<file path="src/hw/engine_pkg.sv">
`default_nettype none

package engine_pkg;

	localparam int ADDR_W  = 30;
	localparam int DATA_W  = 16;
	localparam int ACC_W   = 40;
	localparam int CNT_W   = 16;
	localparam int FRAC_W  = 8;
	localparam int SHIFT_W = $clog2(CNT_W);

	typedef logic [ADDR_W-1:0]        addr_t;
	typedef logic [DATA_W-1:0]        data_t;
	typedef logic [CNT_W-1:0]         cnt_t;
	typedef logic [SHIFT_W-1:0]       shift_t;
	typedef logic signed [ACC_W-1:0]  acc_t;

	// Values not listed here are treated as unknown ops
	typedef enum logic [2:0] {
		OP_NONE    = 3'd0,
		OP_CONV    = 3'd1,
		OP_MAXPOOL = 3'd4,
		OP_AVEPOOL = 3'd5
	} op_t;

	typedef enum logic [2:0] {
		S_IDLE,
		S_FETCH,
		S_WAIT,
		S_REDUCE,
		S_WRITE,
		S_DONE,
		S_RELEASE
	} ctrl_state_t;

endpackage

`default_nettype wire

</file>
<file path="src/hw/engine_addr_gen.sv">
`timescale 1ns/1ns
`default_nettype none

module engine_addr_gen (
	input  logic               clk,
	input  logic               i_rst_n,
	input  logic               i_start,
	input  logic               i_fetch,
	input  logic               i_write_done,
	input  engine_pkg::cnt_t   i_op_num,
	input  engine_pkg::addr_t  i_data_start_addr,
	input  engine_pkg::addr_t  i_weight_start_addr,
	input  engine_pkg::addr_t  i_result_start_addr,
	output engine_pkg::addr_t  o_p2_addr,
	output engine_pkg::addr_t  o_p3_addr,
	output engine_pkg::addr_t  o_p0_addr
);

	// Position inside the kernel
	engine_pkg::cnt_t wcnt;

	always_ff @(posedge clk or negedge i_rst_n) begin
		if (!i_rst_n) begin
			o_p2_addr <= '0;
			o_p3_addr <= '0;
			o_p0_addr <= '0;
			wcnt <= '0;
		end else if (i_start) begin
			o_p2_addr <= i_data_start_addr;
			o_p3_addr <= i_weight_start_addr;
			o_p0_addr <= i_result_start_addr;
			wcnt <= '0;
		end else begin
			if (i_fetch) begin
				// Data runs straight through memory
				o_p2_addr <= o_p2_addr + engine_pkg::addr_t'(1);
				// Kernel restarts for every output
				if (wcnt == i_op_num - engine_pkg::cnt_t'(1)) begin
					o_p3_addr <= i_weight_start_addr;
					wcnt <= '0;
				end else begin
					o_p3_addr <= o_p3_addr + engine_pkg::addr_t'(1);
					wcnt <= wcnt + engine_pkg::cnt_t'(1);
				end
			end
			if (i_write_done)
				o_p0_addr <= o_p0_addr + engine_pkg::addr_t'(1);
		end
	end

endmodule

`default_nettype wire

</file>
<file path="src/hw/engine_ctrl.sv">
`timescale 1ns/1ns
`default_nettype none

module engine_ctrl (
	input  logic                clk,
	input  logic                i_rst_n,
	input  logic                i_engine_valid,
	input  engine_pkg::op_t     i_op_type,
	input  engine_pkg::cnt_t    i_op_num,
	input  engine_pkg::cnt_t    i_out_count,
	input  logic                i_dma_p2_ob_we,
	input  engine_pkg::data_t   i_dma_p2_ob_data,
	input  logic                i_dma_p3_ob_we,
	input  engine_pkg::data_t   i_dma_p3_ob_data,
	input  logic                i_wb_busy,
	output logic                o_engine_ready,
	output logic                o_dma_p2_reads_en,
	output logic                o_dma_p3_reads_en,
	output logic                o_fetch,
	output logic                o_start,
	output logic                o_elem_en,
	output logic                o_elem_first,
	output logic                o_elem_last,
	output engine_pkg::data_t   o_elem_data,
	output engine_pkg::data_t   o_elem_weight,
	output logic                o_mac_sel
);

	engine_pkg::ctrl_state_t state;
	engine_pkg::ctrl_state_t state_nxt;
	engine_pkg::cnt_t        elem_cnt;
	engine_pkg::cnt_t        out_cnt;
	logic                    is_conv;
	logic                    is_pool;
	logic                    p2_pend;
	logic                    p3_pend;
	logic                    out_last;
	logic                    write_taken;

	assign is_conv = (i_op_type == engine_pkg::OP_CONV);
	assign is_pool = (i_op_type == engine_pkg::OP_MAXPOOL) ||
		(i_op_type == engine_pkg::OP_AVEPOOL);
	assign o_mac_sel = is_conv;

	assign o_start = (state == engine_pkg::S_IDLE) && i_engine_valid;
	assign o_fetch = (state == engine_pkg::S_FETCH) && (is_conv || is_pool);
	assign o_dma_p2_reads_en = o_fetch;
	// Pools never touch the weight port
	assign o_dma_p3_reads_en = o_fetch && is_conv;

	assign o_elem_en = (state == engine_pkg::S_WAIT) && !p2_pend && !p3_pend;
	assign o_elem_first = (elem_cnt == '0);
	assign o_elem_last = (elem_cnt == i_op_num - engine_pkg::cnt_t'(1));
	assign out_last = (out_cnt == i_out_count - engine_pkg::cnt_t'(1));
	assign write_taken = (state == engine_pkg::S_WRITE) && !i_wb_busy;

	always_comb begin
		state_nxt = state;
		case (state)
			engine_pkg::S_IDLE: begin
				if (i_engine_valid)
					state_nxt = engine_pkg::S_FETCH;
			end
			engine_pkg::S_FETCH: begin
				if (is_conv || is_pool)
					state_nxt = engine_pkg::S_WAIT;
				else
					state_nxt = engine_pkg::S_DONE;
			end
			engine_pkg::S_WAIT: begin
				if (o_elem_en)
					state_nxt = o_elem_last ? engine_pkg::S_REDUCE : engine_pkg::S_FETCH;
			end
			engine_pkg::S_REDUCE: state_nxt = engine_pkg::S_WRITE;
			engine_pkg::S_WRITE: begin
				if (write_taken)
					state_nxt = out_last ? engine_pkg::S_DONE : engine_pkg::S_FETCH;
			end
			engine_pkg::S_DONE: state_nxt = engine_pkg::S_RELEASE;
			engine_pkg::S_RELEASE: begin
				// Host must drop valid before the next op
				if (!i_engine_valid)
					state_nxt = engine_pkg::S_IDLE;
			end
			default: state_nxt = engine_pkg::S_IDLE;
		endcase
	end

	always_ff @(posedge clk or negedge i_rst_n) begin
		if (!i_rst_n) begin
			state <= engine_pkg::S_IDLE;
			o_engine_ready <= 1'b0;
		end else begin
			state <= state_nxt;
			o_engine_ready <= (state_nxt == engine_pkg::S_DONE);
		end
	end

	// One outstanding read per port
	always_ff @(posedge clk or negedge i_rst_n) begin
		if (!i_rst_n) begin
			p2_pend <= 1'b0;
			p3_pend <= 1'b0;
		end else begin
			if (o_dma_p2_reads_en)
				p2_pend <= 1'b1;
			else if (i_dma_p2_ob_we)
				p2_pend <= 1'b0;
			if (o_dma_p3_reads_en)
				p3_pend <= 1'b1;
			else if (i_dma_p3_ob_we)
				p3_pend <= 1'b0;
		end
	end

	always_ff @(posedge clk) begin
		if (i_dma_p2_ob_we)
			o_elem_data <= i_dma_p2_ob_data;
		if (i_dma_p3_ob_we)
			o_elem_weight <= i_dma_p3_ob_data;
	end

	always_ff @(posedge clk or negedge i_rst_n) begin
		if (!i_rst_n) begin
			elem_cnt <= '0;
			out_cnt <= '0;
		end else if (o_start) begin
			elem_cnt <= '0;
			out_cnt <= '0;
		end else begin
			if (o_elem_en)
				elem_cnt <= o_elem_last ? '0 : elem_cnt + engine_pkg::cnt_t'(1);
			if (write_taken)
				out_cnt <= out_cnt + engine_pkg::cnt_t'(1);
		end
	end

	a_p2_single: assert property (@(posedge clk) disable iff (!i_rst_n)
		o_dma_p2_reads_en |-> !p2_pend)
		else $error("p2 request issued while one is outstanding");
	a_p3_single: assert property (@(posedge clk) disable iff (!i_rst_n)
		o_dma_p3_reads_en |-> !p3_pend)
		else $error("p3 request issued while one is outstanding");
	a_p2_stray: assert property (@(posedge clk) disable iff (!i_rst_n)
		i_dma_p2_ob_we |-> p2_pend)
		else $error("p2 ob_we without a request");
	a_p3_stray: assert property (@(posedge clk) disable iff (!i_rst_n)
		i_dma_p3_ob_we |-> p3_pend)
		else $error("p3 ob_we without a request");

endmodule

`default_nettype wire

</file>
<file path="src/hw/engine_mac.sv">
`timescale 1ns/1ns
`default_nettype none

module engine_mac (
	input  logic               clk,
	input  logic               i_rst_n,
	input  logic               i_en,
	input  logic               i_first,
	input  logic               i_last,
	input  engine_pkg::data_t  i_data,
	input  engine_pkg::data_t  i_weight,
	output engine_pkg::data_t  o_result,
	output logic               o_result_valid
);

	logic signed [2*engine_pkg::DATA_W-1:0]            prod;
	engine_pkg::acc_t                                  acc_q;
	engine_pkg::acc_t                                  acc_nxt;
	engine_pkg::acc_t                                  scaled;
	logic [engine_pkg::ACC_W-engine_pkg::DATA_W:0]     hi;
	engine_pkg::data_t                                 sat;

	assign prod = $signed(i_data) * $signed(i_weight);
	assign acc_nxt = (i_first ? engine_pkg::acc_t'(0) : acc_q) + engine_pkg::acc_t'(prod);

	// Q16.16 product sum back to Q8.8
	assign scaled = acc_nxt >>> engine_pkg::FRAC_W;
	assign hi = scaled[engine_pkg::ACC_W-1:engine_pkg::DATA_W-1];

	always_comb begin
		if (&hi || ~|hi)
			sat = scaled[engine_pkg::DATA_W-1:0];
		else if (scaled[engine_pkg::ACC_W-1])
			sat = {1'b1, {(engine_pkg::DATA_W-1){1'b0}}};
		else
			sat = {1'b0, {(engine_pkg::DATA_W-1){1'b1}}};
	end

	always_ff @(posedge clk) begin
		if (i_en)
			acc_q <= acc_nxt;
		if (i_en && i_last)
			o_result <= sat;
	end

	always_ff @(posedge clk or negedge i_rst_n) begin
		if (!i_rst_n)
			o_result_valid <= 1'b0;
		else
			o_result_valid <= i_en && i_last;
	end

endmodule

`default_nettype wire

</file>
<file path="src/hw/engine_pool.sv">
`timescale 1ns/1ns
`default_nettype none

module engine_pool (
	input  logic               clk,
	input  logic               i_rst_n,
	input  logic               i_en,
	input  logic               i_first,
	input  logic               i_last,
	input  logic               i_avg,
	input  engine_pkg::cnt_t   i_op_num,
	input  engine_pkg::data_t  i_data,
	output engine_pkg::data_t  o_result,
	output logic               o_result_valid
);

	engine_pkg::data_t  max_q;
	engine_pkg::data_t  max_nxt;
	engine_pkg::acc_t   sum_q;
	engine_pkg::acc_t   sum_nxt;
	engine_pkg::acc_t   avg;
	engine_pkg::shift_t shift;

	// Highest set bit gives the exact log2 of a power of two
	function automatic engine_pkg::shift_t msb_index(input engine_pkg::cnt_t n);
		engine_pkg::shift_t idx;
		idx = '0;
		for (int i = 0; i < engine_pkg::CNT_W; i++) begin
			if (n[i])
				idx = engine_pkg::shift_t'(i);
		end
		return idx;
	endfunction

	assign shift = msb_index(i_op_num);

	assign max_nxt = (i_first || ($signed(i_data) > $signed(max_q))) ? i_data : max_q;
	assign sum_nxt = (i_first ? engine_pkg::acc_t'(0) : sum_q) +
		engine_pkg::acc_t'($signed(i_data));
	assign avg = sum_nxt >>> shift;

	always_ff @(posedge clk) begin
		if (i_en) begin
			max_q <= max_nxt;
			sum_q <= sum_nxt;
		end
		if (i_en && i_last)
			o_result <= i_avg ? avg[engine_pkg::DATA_W-1:0] : max_nxt;
	end

	always_ff @(posedge clk or negedge i_rst_n) begin
		if (!i_rst_n)
			o_result_valid <= 1'b0;
		else
			o_result_valid <= i_en && i_last;
	end

endmodule

`default_nettype wire

</file>
<file path="src/hw/engine_top.sv">
`timescale 1ns/1ns
`default_nettype none

module engine_top (
	input  logic               clk,
	input  logic               i_rst_n,
	input  logic               i_engine_valid,
	input  logic [2:0]         i_op_type,
	input  engine_pkg::cnt_t   i_op_num,
	input  engine_pkg::cnt_t   i_out_count,
	input  engine_pkg::addr_t  i_data_start_addr,
	input  engine_pkg::addr_t  i_weight_start_addr,
	input  engine_pkg::addr_t  i_result_start_addr,
	output logic               o_engine_ready,
	output logic               o_dma_p2_reads_en,
	output engine_pkg::addr_t  o_p2_addr,
	input  logic               i_dma_p2_ob_we,
	input  engine_pkg::data_t  i_dma_p2_ob_data,
	output logic               o_dma_p3_reads_en,
	output engine_pkg::addr_t  o_p3_addr,
	input  logic               i_dma_p3_ob_we,
	input  engine_pkg::data_t  i_dma_p3_ob_data,
	output logic               o_dma_p0_writes_en,
	output logic               o_dma_p0_ib_valid,
	output engine_pkg::addr_t  o_p0_addr,
	output engine_pkg::data_t  o_dma_p0_ib_data,
	input  logic               i_dma_p0_ib_re
);

	logic              fetch;
	logic              start;
	logic              elem_en;
	logic              elem_first;
	logic              elem_last;
	engine_pkg::data_t elem_data;
	engine_pkg::data_t elem_weight;
	logic              mac_sel;
	engine_pkg::data_t mac_result;
	logic              mac_valid;
	engine_pkg::data_t pool_result;
	logic              pool_valid;
	logic              write_done;
	logic              wb_busy;

	engine_ctrl u_ctrl (
		.clk               (clk),
		.i_rst_n           (i_rst_n),
		.i_engine_valid    (i_engine_valid),
		.i_op_type         (engine_pkg::op_t'(i_op_type)),
		.i_op_num          (i_op_num),
		.i_out_count       (i_out_count),
		.i_dma_p2_ob_we    (i_dma_p2_ob_we),
		.i_dma_p2_ob_data  (i_dma_p2_ob_data),
		.i_dma_p3_ob_we    (i_dma_p3_ob_we),
		.i_dma_p3_ob_data  (i_dma_p3_ob_data),
		.i_wb_busy         (wb_busy),
		.o_engine_ready    (o_engine_ready),
		.o_dma_p2_reads_en (o_dma_p2_reads_en),
		.o_dma_p3_reads_en (o_dma_p3_reads_en),
		.o_fetch           (fetch),
		.o_start           (start),
		.o_elem_en         (elem_en),
		.o_elem_first      (elem_first),
		.o_elem_last       (elem_last),
		.o_elem_data       (elem_data),
		.o_elem_weight     (elem_weight),
		.o_mac_sel         (mac_sel)
	);

	engine_addr_gen u_addr_gen (
		.clk                 (clk),
		.i_rst_n             (i_rst_n),
		.i_start             (start),
		.i_fetch             (fetch),
		.i_write_done        (write_done),
		.i_op_num            (i_op_num),
		.i_data_start_addr   (i_data_start_addr),
		.i_weight_start_addr (i_weight_start_addr),
		.i_result_start_addr (i_result_start_addr),
		.o_p2_addr           (o_p2_addr),
		.o_p3_addr           (o_p3_addr),
		.o_p0_addr           (o_p0_addr)
	);

	engine_mac u_mac (
		.clk            (clk),
		.i_rst_n        (i_rst_n),
		.i_en           (elem_en && mac_sel),
		.i_first        (elem_first),
		.i_last         (elem_last),
		.i_data         (elem_data),
		.i_weight       (elem_weight),
		.o_result       (mac_result),
		.o_result_valid (mac_valid)
	);

	engine_pool u_pool (
		.clk            (clk),
		.i_rst_n        (i_rst_n),
		.i_en           (elem_en && !mac_sel),
		.i_first        (elem_first),
		.i_last         (elem_last),
		.i_avg          (i_op_type == engine_pkg::OP_AVEPOOL),
		.i_op_num       (i_op_num),
		.i_data         (elem_data),
		.o_result       (pool_result),
		.o_result_valid (pool_valid)
	);

	engine_wb u_wb (
		.clk                (clk),
		.i_rst_n            (i_rst_n),
		.i_mac_valid        (mac_valid),
		.i_mac_result       (mac_result),
		.i_pool_valid       (pool_valid),
		.i_pool_result      (pool_result),
		.i_dma_p0_ib_re     (i_dma_p0_ib_re),
		.o_dma_p0_writes_en (o_dma_p0_writes_en),
		.o_dma_p0_ib_valid  (o_dma_p0_ib_valid),
		.o_dma_p0_ib_data   (o_dma_p0_ib_data),
		.o_write_done       (write_done),
		.o_busy             (wb_busy)
	);

endmodule

`default_nettype wire

</file>
<file path="src/hw/engine_wb.sv">
`timescale 1ns/1ns
`default_nettype none

module engine_wb (
	input  logic               clk,
	input  logic               i_rst_n,
	input  logic               i_mac_valid,
	input  engine_pkg::data_t  i_mac_result,
	input  logic               i_pool_valid,
	input  engine_pkg::data_t  i_pool_result,
	input  logic               i_dma_p0_ib_re,
	output logic               o_dma_p0_writes_en,
	output logic               o_dma_p0_ib_valid,
	output engine_pkg::data_t  o_dma_p0_ib_data,
	output logic               o_write_done,
	output logic               o_busy
);

	logic              hold_q;
	engine_pkg::data_t data_q;

	assign o_dma_p0_writes_en = hold_q;
	assign o_dma_p0_ib_valid = hold_q;
	assign o_dma_p0_ib_data = data_q;
	assign o_write_done = hold_q && i_dma_p0_ib_re;
	// Clear in the accept cycle so the FSM moves on without a bubble
	assign o_busy = hold_q && !i_dma_p0_ib_re;

	always_ff @(posedge clk or negedge i_rst_n) begin
		if (!i_rst_n)
			hold_q <= 1'b0;
		else if (i_mac_valid || i_pool_valid)
			hold_q <= 1'b1;
		else if (o_write_done)
			hold_q <= 1'b0;
	end

	always_ff @(posedge clk) begin
		if (i_mac_valid)
			data_q <= i_mac_result;
		else if (i_pool_valid)
			data_q <= i_pool_result;
	end

	a_hold_stable: assert property (@(posedge clk) disable iff (!i_rst_n)
		o_dma_p0_ib_valid && !i_dma_p0_ib_re |=>
		o_dma_p0_ib_valid && $stable(o_dma_p0_ib_data))
		else $error("p0 write dropped or changed before ib_re");
	a_one_source: assert property (@(posedge clk) disable iff (!i_rst_n)
		!(i_mac_valid && i_pool_valid))
		else $error("mac and pool results in the same cycle");

endmodule

`default_nettype wire

</file>
<file path="config.mk">
export PLATFORM = sky130hd
export DESIGN_NAME = engine_top
export DESIGN_NICKNAME = d
export VERILOG_FILES = /design/src/hw/engine_pkg.sv /design/src/hw/engine_addr_gen.sv /design/src/hw/engine_ctrl.sv /design/src/hw/engine_mac.sv /design/src/hw/engine_pool.sv /design/src/hw/engine_top.sv /design/src/hw/engine_wb.sv
export SDC_FILE = /design/constraint.sdc
export NUM_CORES = 2
export LEC_CHECK = 0
export CORE_MARGIN = 10
export CORE_UTILIZATION = 48
export DETAILED_ROUTE_END_ITERATION = 16
export DONT_BUFFER_PORTS = 1
export SETUP_SLACK_MARGIN = 0.02
export SLEW_MARGIN = 15
export SYNTH_ARGS = -nofsm -noshare
export SYNTH_HDL_FRONTEND = slang
export SYNTH_SLANG_ARGS = --single-unit
</file>
<file path="constraint.sdc">
create_clock -name clk -period 25.4 [get_ports clk]
set_clock_uncertainty 0.15 [all_clocks]
set_input_delay 0 -clock clk [delete_from_list [all_inputs] [get_ports clk]]
set_output_delay 0 -clock clk [all_outputs]
set_load 0.03 [all_outputs]
</file>
### Word-level counts from Yosys, hierarchy flattened

Index checks and enable logic that the tools add are counted.

* bits in registers: 323
* input port bits: 163
* logic and storage cells: 134

* add/sub/neg operators: 10
* $mul: 1
* magnitude comparators: 1
* equal/unequal tests: 13
* shift-type cells: 1
* mux-type cells: 52
* reductions and logical operators: 35

Operator list (number)
* 16-bit two-way mux: 14
* 30-bit two-way mux: 7
* 30-bit by 1-bit adder with 30-bit output, second input constant: 3
* 40-bit two-way mux: 2
* 4-bit two-way mux: 14
* 16-bit by 1-bit adder with 16-bit output, second input constant: 3
* 16-bit == test: 3
* 40-bit by 16-bit adder with 40-bit output: 1
* 40-bit by 32-bit adder with 40-bit output: 1
* 40-bit by 4-bit >>> shifter with 16-bit output: 1
* 16-bit by 16-bit multiplier with 32-bit output: 1
* 16-bit by 1-bit subtractor with 16-bit output, second input constant: 2
* 3-bit case mux with 7 select lines: 1
* 3-bit == test, second input constant: 6
* 3-bit two-way mux: 6
* 17-bit AND reduction: 1
* 17-bit OR reduction: 1
* 16-bit greater-than comparator: 1
* 16-bit logical NOT: 1
* 2-bit nonzero test: 8
* 1-bit logical AND: 12
* 1-bit two-way mux: 7
* 3-bit by 1-bit == test with 1-bit output, second input constant: 2
* 3-bit by 2-bit == test with 1-bit output, second input constant: 2
* other kinds (4): 13

### Depth between registers and ports, before layout

* depth in word-level cells: 17
* depth in mapped cells: 30
* gate-level depth less buffers: 28

### Hierarchy

Synthesis repeated with hierarchy kept, for this count alone.

* cell total of the unflattened synthesis: 3596
* area, all modules: 33239.4 um^2

By module, submodules not included
* engine_mac: times used 1, cells an instance 1603, area an instance 15304.7 um^2
* engine_addr_gen: times used 1, cells an instance 802, area an instance 6680.2 um^2
* engine_pool: times used 1, cells an instance 730, area an instance 6439.9 um^2
* engine_ctrl: times used 1, cells an instance 418, area an instance 4048.9 um^2
* engine_wb: times used 1, cells an instance 40, area an instance 740.7 um^2
* engine_top: times used 1, cells an instance 3, area an instance 25.0 um^2

### Least setup slack after synthesis

Ideal clock, no wire load.

* kind: flip-flop to flip-flop
* start: register u_ctrl.o_elem_data[15]
* end: register u_mac.o_result[10], data pin
* arrival time: 8212 ps
* slack: 16774 ps
* cell stages (with the launch flop): 28
* buffers on the path: 3
* clock period less this slack: 8626 ps
* cells stage by stage: edfxtp_1 -> clkbuf_1 -> clkbuf_1 -> nand2_1 -> inv_1 -> fa_1 -> inv_1 -> fa_1 -> inv_1 -> fa_1 -> fa_1 -> fa_1 -> inv_1 -> fa_1 -> inv_1 -> ha_1 -> and3_4 -> and3_1 -> and3_4 -> a2111oi_4 -> nand2_1 -> xor2_1 -> or4_1 -> or4_1 -> nor4_2 -> a41o_2 -> buf_12 -> a21oi_2

* cells in the longest elaborated chain, start to end: 6
* elaborated cells on any way between the ends: 8
* those cells by class: add/sub (1); mul (1); mux (2); reduce/logical (4)

Ends and longest elaborated chain
* from (decl): line engine_ctrl.sv:24 `output engine_pkg::data_t o_elem_data,`
* from (signal assigned): line engine_ctrl.sv:118 `o_elem_data <= i_dma_p2_ob_data;`
* 16-bit by 16-bit multiplier with 32-bit output *: line engine_mac.sv:23 `assign prod = $signed(i_data) * $signed(i_weight);`
* 40-bit by 32-bit adder with 40-bit output *: line engine_mac.sv:24 `assign acc_nxt = (i_first ? engine_pkg::acc_t'(0) : acc_q) + engine_pkg::acc_t'(prod);`
* named net u_mac.acc_nxt[35]: line engine_mac.sv:18 `engine_pkg::acc_t acc_nxt;`
* 17-bit OR reduction: line engine_mac.sv:31 `if (&hi || ~|hi)`
* 1-bit logical NOT: line engine_mac.sv:31
* 1-bit logical OR *: line engine_mac.sv:31
* 16-bit two-way mux *: line engine_mac.sv:31
* named net u_mac.sat[10]: line engine_mac.sv:21 `engine_pkg::data_t sat;`
* to (signal assigned): line engine_mac.sv:43 `o_result <= sat;`
* to (decl): line engine_mac.sv:12 `output engine_pkg::data_t o_result,`

Mark *: on every way through the listed nets, which the timed path passes. The rest lies on a longest branch.
A chain may end at the register's enable or synchronous reset.

### Worst setup path in the final report

* start: register u_ctrl.o_elem_data[15]
* end: register u_mac.o_result[0], data pin

The elaborated chain is that of the path after synthesis.

==> flow_summary.toml <==
[run_status]
status = "completed"

[sta]
relSlewSlack_pct = 27.4
post-route-min-period_ns = 9.10
hold_viol = 0
slew_violations = 0
rsz0062_at_grt = "false"
max_slew.worst_pin.slew_ns = 1.08
fmax_mhz = 110
setup-violations-final = 0
post-route-period-util_pct = 35.8
setup_tns_ns = 0

[synth]
synthFlopType = "edfxtp_1"
syn-cell-area_sq_um = 31500
synth_fp_nets = 4000
ys_seq_area_share_pct = 27.6
synth-seq-cells = 314
synthArstFlopShare_pct = 46.8
yosys_warnings = 0
avgSynthCellArea_sq_um = 9.44
ys_types = 103
synth-edff-count = 167
synth_cells = 3336

[worst_setup_path]
crit_path_start_kind = "register"
rr_worst_depth = 27
worstPathRequired_ns = 25.53
crit_family = "adder cells"
cp.buffers_inverters = 8
r2r-start = "u_ctrl.o_elem_data[15]"
crit_type = "register to register"
max_stage_delay_ns = 0.72
cp_slowest_cell = "fa_1"
worst_r2r_endpoint = "u_mac.o_result[0]"
crit_top_cell = "inv_1"
worstPathArrival_ns = 9.23
critPathCaptureType = "register"
path_max_fanout = 34
r2r_slack_ns = 16.30

[cells_and_area]
drive_above_1_share_pct = 5.89
final_cell_mix = "443 x inv_1, 369 x nand2_1, 331 x fa_1, 265 x dlygate4sd3_1, 189 x and2_1"
syn2layout_area_growth_pct = 15.9
nets = 4215
n_fill_cell = 5644
layout_commonest_cell = "inv_1"

[cts]
cts_tree = "built"
cts_buffers = 42
cts.htree.levels = 2
root_buffer = "clkbuf_16"
clk_pin_slew_worst_paths_ns = 0.06
clock_path_buffers = 3
post_cts_buffers = 0
insertion_delay_ns = 0.60
clock-sinks = 314

[die]
io_pins = 274
die_area_sq_um = 76300
fp.dieW_microns = 276
die-height_microns = 276
start_util_pct = 48.7
core_area_sq_um = 64700
rows = 93

[grt]
first_global_vias = 27000
grt_overflow = 0
grt.total_usage_pct = 23.7
grt_pass1_wl_microns = 148000
antenna_found_initial = 5
grt_max_degree = 119

[drt]
avgRoutedWirePerCell_microns = 20.5
drc = 0
drtIter0Drc = 1805
dr_total_vias = 25500
drtPass1Iterations = 6
ant_nets = 0
vias_per_cell = 5.74
wl_microns = 91200

[worst_hold_path]
min_from = "i_op_num[12]"
hold-path-endpoint = "u_pool.o_result[12]"
worstHoldPathCells = 4
hold_path.class = "input pin to register"

[job]
maxCapViolCount = 0

[placed_design]
hpwl_microns = 67100
gp_congestion = 0.899
port_buffers = 0
how the worst max path moves through the flow:
stage | depth (start not counted) | to | start | slack (ns)
3_3_place_gp | 27 | u_mac.o_result[3] | u_ctrl.o_elem_data[15] | 16.51
2_1_floorplan | 27 | u_mac.o_result[10] | u_ctrl.o_elem_data[15] | 16.77
5_1_grt | 27 | u_mac.o_result[3] | u_ctrl.o_elem_data[15] | 15.87
3_5_place_dp | 25 | u_mac.o_result[0] | u_ctrl.o_elem_data[15] | 16.36
4_1_cts | 27 | u_mac.o_result[0] | u_ctrl.o_elem_data[15] | 16.29
6_report | 27 | u_mac.o_result[0] | u_ctrl.o_elem_data[15] | 16.30
sequential cells by signal, summed over array words and instances (netlist names), 30 cells and up:
signal and cells:
u_pool.sum_q 31, u_addr_gen.o_p0_addr 30, u_mac.acc_q 40, u_addr_gen.o_p3_addr 30
u_addr_gen.o_p2_addr 30
logic make-up after synthesis:
family / count (synthesis) / share of synthesized area (%)
and+or+nand+nor: 1093 / 17.4
AOI/OAI and AO/OA: 596 / 12.4
xor gates and xnor gates: 177 / 4.97
DFF: 314 / 27.6
buffers and inverters: 577 / 7.04
muxes: 78 / 2.85
adders and majority gates: 501 / 27.8
repair_timing:
item | 4_1_cts | 5_1_grt
endpoints found under the setup margin | 0 | 0
hold endpoints to repair | 404 | 0
hold buffers | 269 | 0
resized for setup | 0 | 0
synth_stat cells (8+ instances only):
cell type | instances | area [sq um]
nor2_1 | 164 | 616
o31ai_1 | 18 | 135
nor4_1 | 22 | 138
inv_1 | 443 | 1660
edfxtp_1 | 167 | 5010
nand4_1 | 35 | 219
or3_1 | 15 | 93.8
dfrtp_1 | 147 | 3680
buf_1 | 13 | 48.8
o21a_1 | 17 | 128
mux2i_1 | 30 | 300
nor3b_1 | 9 | 67.6
and4_1 | 11 | 96.3
a21oi_2 | 10 | 87.6
ha_1 | 170 | 2130
a21o_1 | 38 | 285
nand2_1 | 369 | 1390
and3_1 | 58 | 363
a21oi_1 | 118 | 591
o22ai_1 | 10 | 62.6
nand3_1 | 88 | 440
fa_1 | 331 | 6630
a211oi_1 | 30 | 225
a221o_1 | 8 | 80.1
o21bai_1 | 18 | 135
nor2b_1 | 22 | 138
xor2_1 | 92 | 806
or4_1 | 9 | 67.6
xnor2_1 | 84 | 736
a311oi_1 | 8 | 70.1
nand3b_1 | 9 | 67.6
o21ai_0 | 184 | 921
o2111ai_1 | 10 | 87.6
clkbuf_1 | 107 | 402
mux2_2 | 43 | 484
o211ai_1 | 16 | 120
nor3_1 | 51 | 255
a31oi_1 | 20 | 125
and2_1 | 189 | 1180
nand2b_1 | 12 | 75.1
per-stage QoR:
step,cells,setup slack (ns),instance area [sq um],hold WS [ns],utilization [%]
finish,4445,16.30,36500,0.0381,56.4
floorplan,3336,16.77,31500,-0.446,-
detailed placement,4093,16.36,32300,-0.441,50.0
global route,4443,15.87,36500,0.0388,56.4
global placement,4093,16.51,32300,-0.440,50.0
CTS,4439,16.29,36500,0.00230,56.4
final cells by class:
type / instances / area, sq um / share of cell area (%)
multi-input combinational: 2445 / 20600 / 56.5
sequential: 314 / 8690 / 23.8
timing repair buffer: 304 / 3010 / 8.25
inverter: 444 / 1670 / 4.57
clock buffer: 56 / 1200 / 3.30
tap: 855 / 1070 / 2.93
clock inverter: 21 / 203 / 0.555
antenna: 6 / 15.0 / 0.0411
worst reg2reg max path: cells and delay by family, from the launching register on:
family          cells  cell delay (ns)
compound gates      3             1.01
buf+inv             8             1.02
xor+xnor            1             0.18
flops               1             0.36
fa+ha+maj           7             3.93
simple gates        8             2.13
per-layer routing:
metal | part of all wire [%] | GRT usage (%)
met1 | 41 | 30.0
met2 | 48 | 39.6
met3 | 7.2 | 5.08
met4 | 3.4 | 7.98
met5 | 0.014 | 0
Power is not shown: default switching activity piles up to over one toggle a cycle in this logic, so the estimate is an artifact.
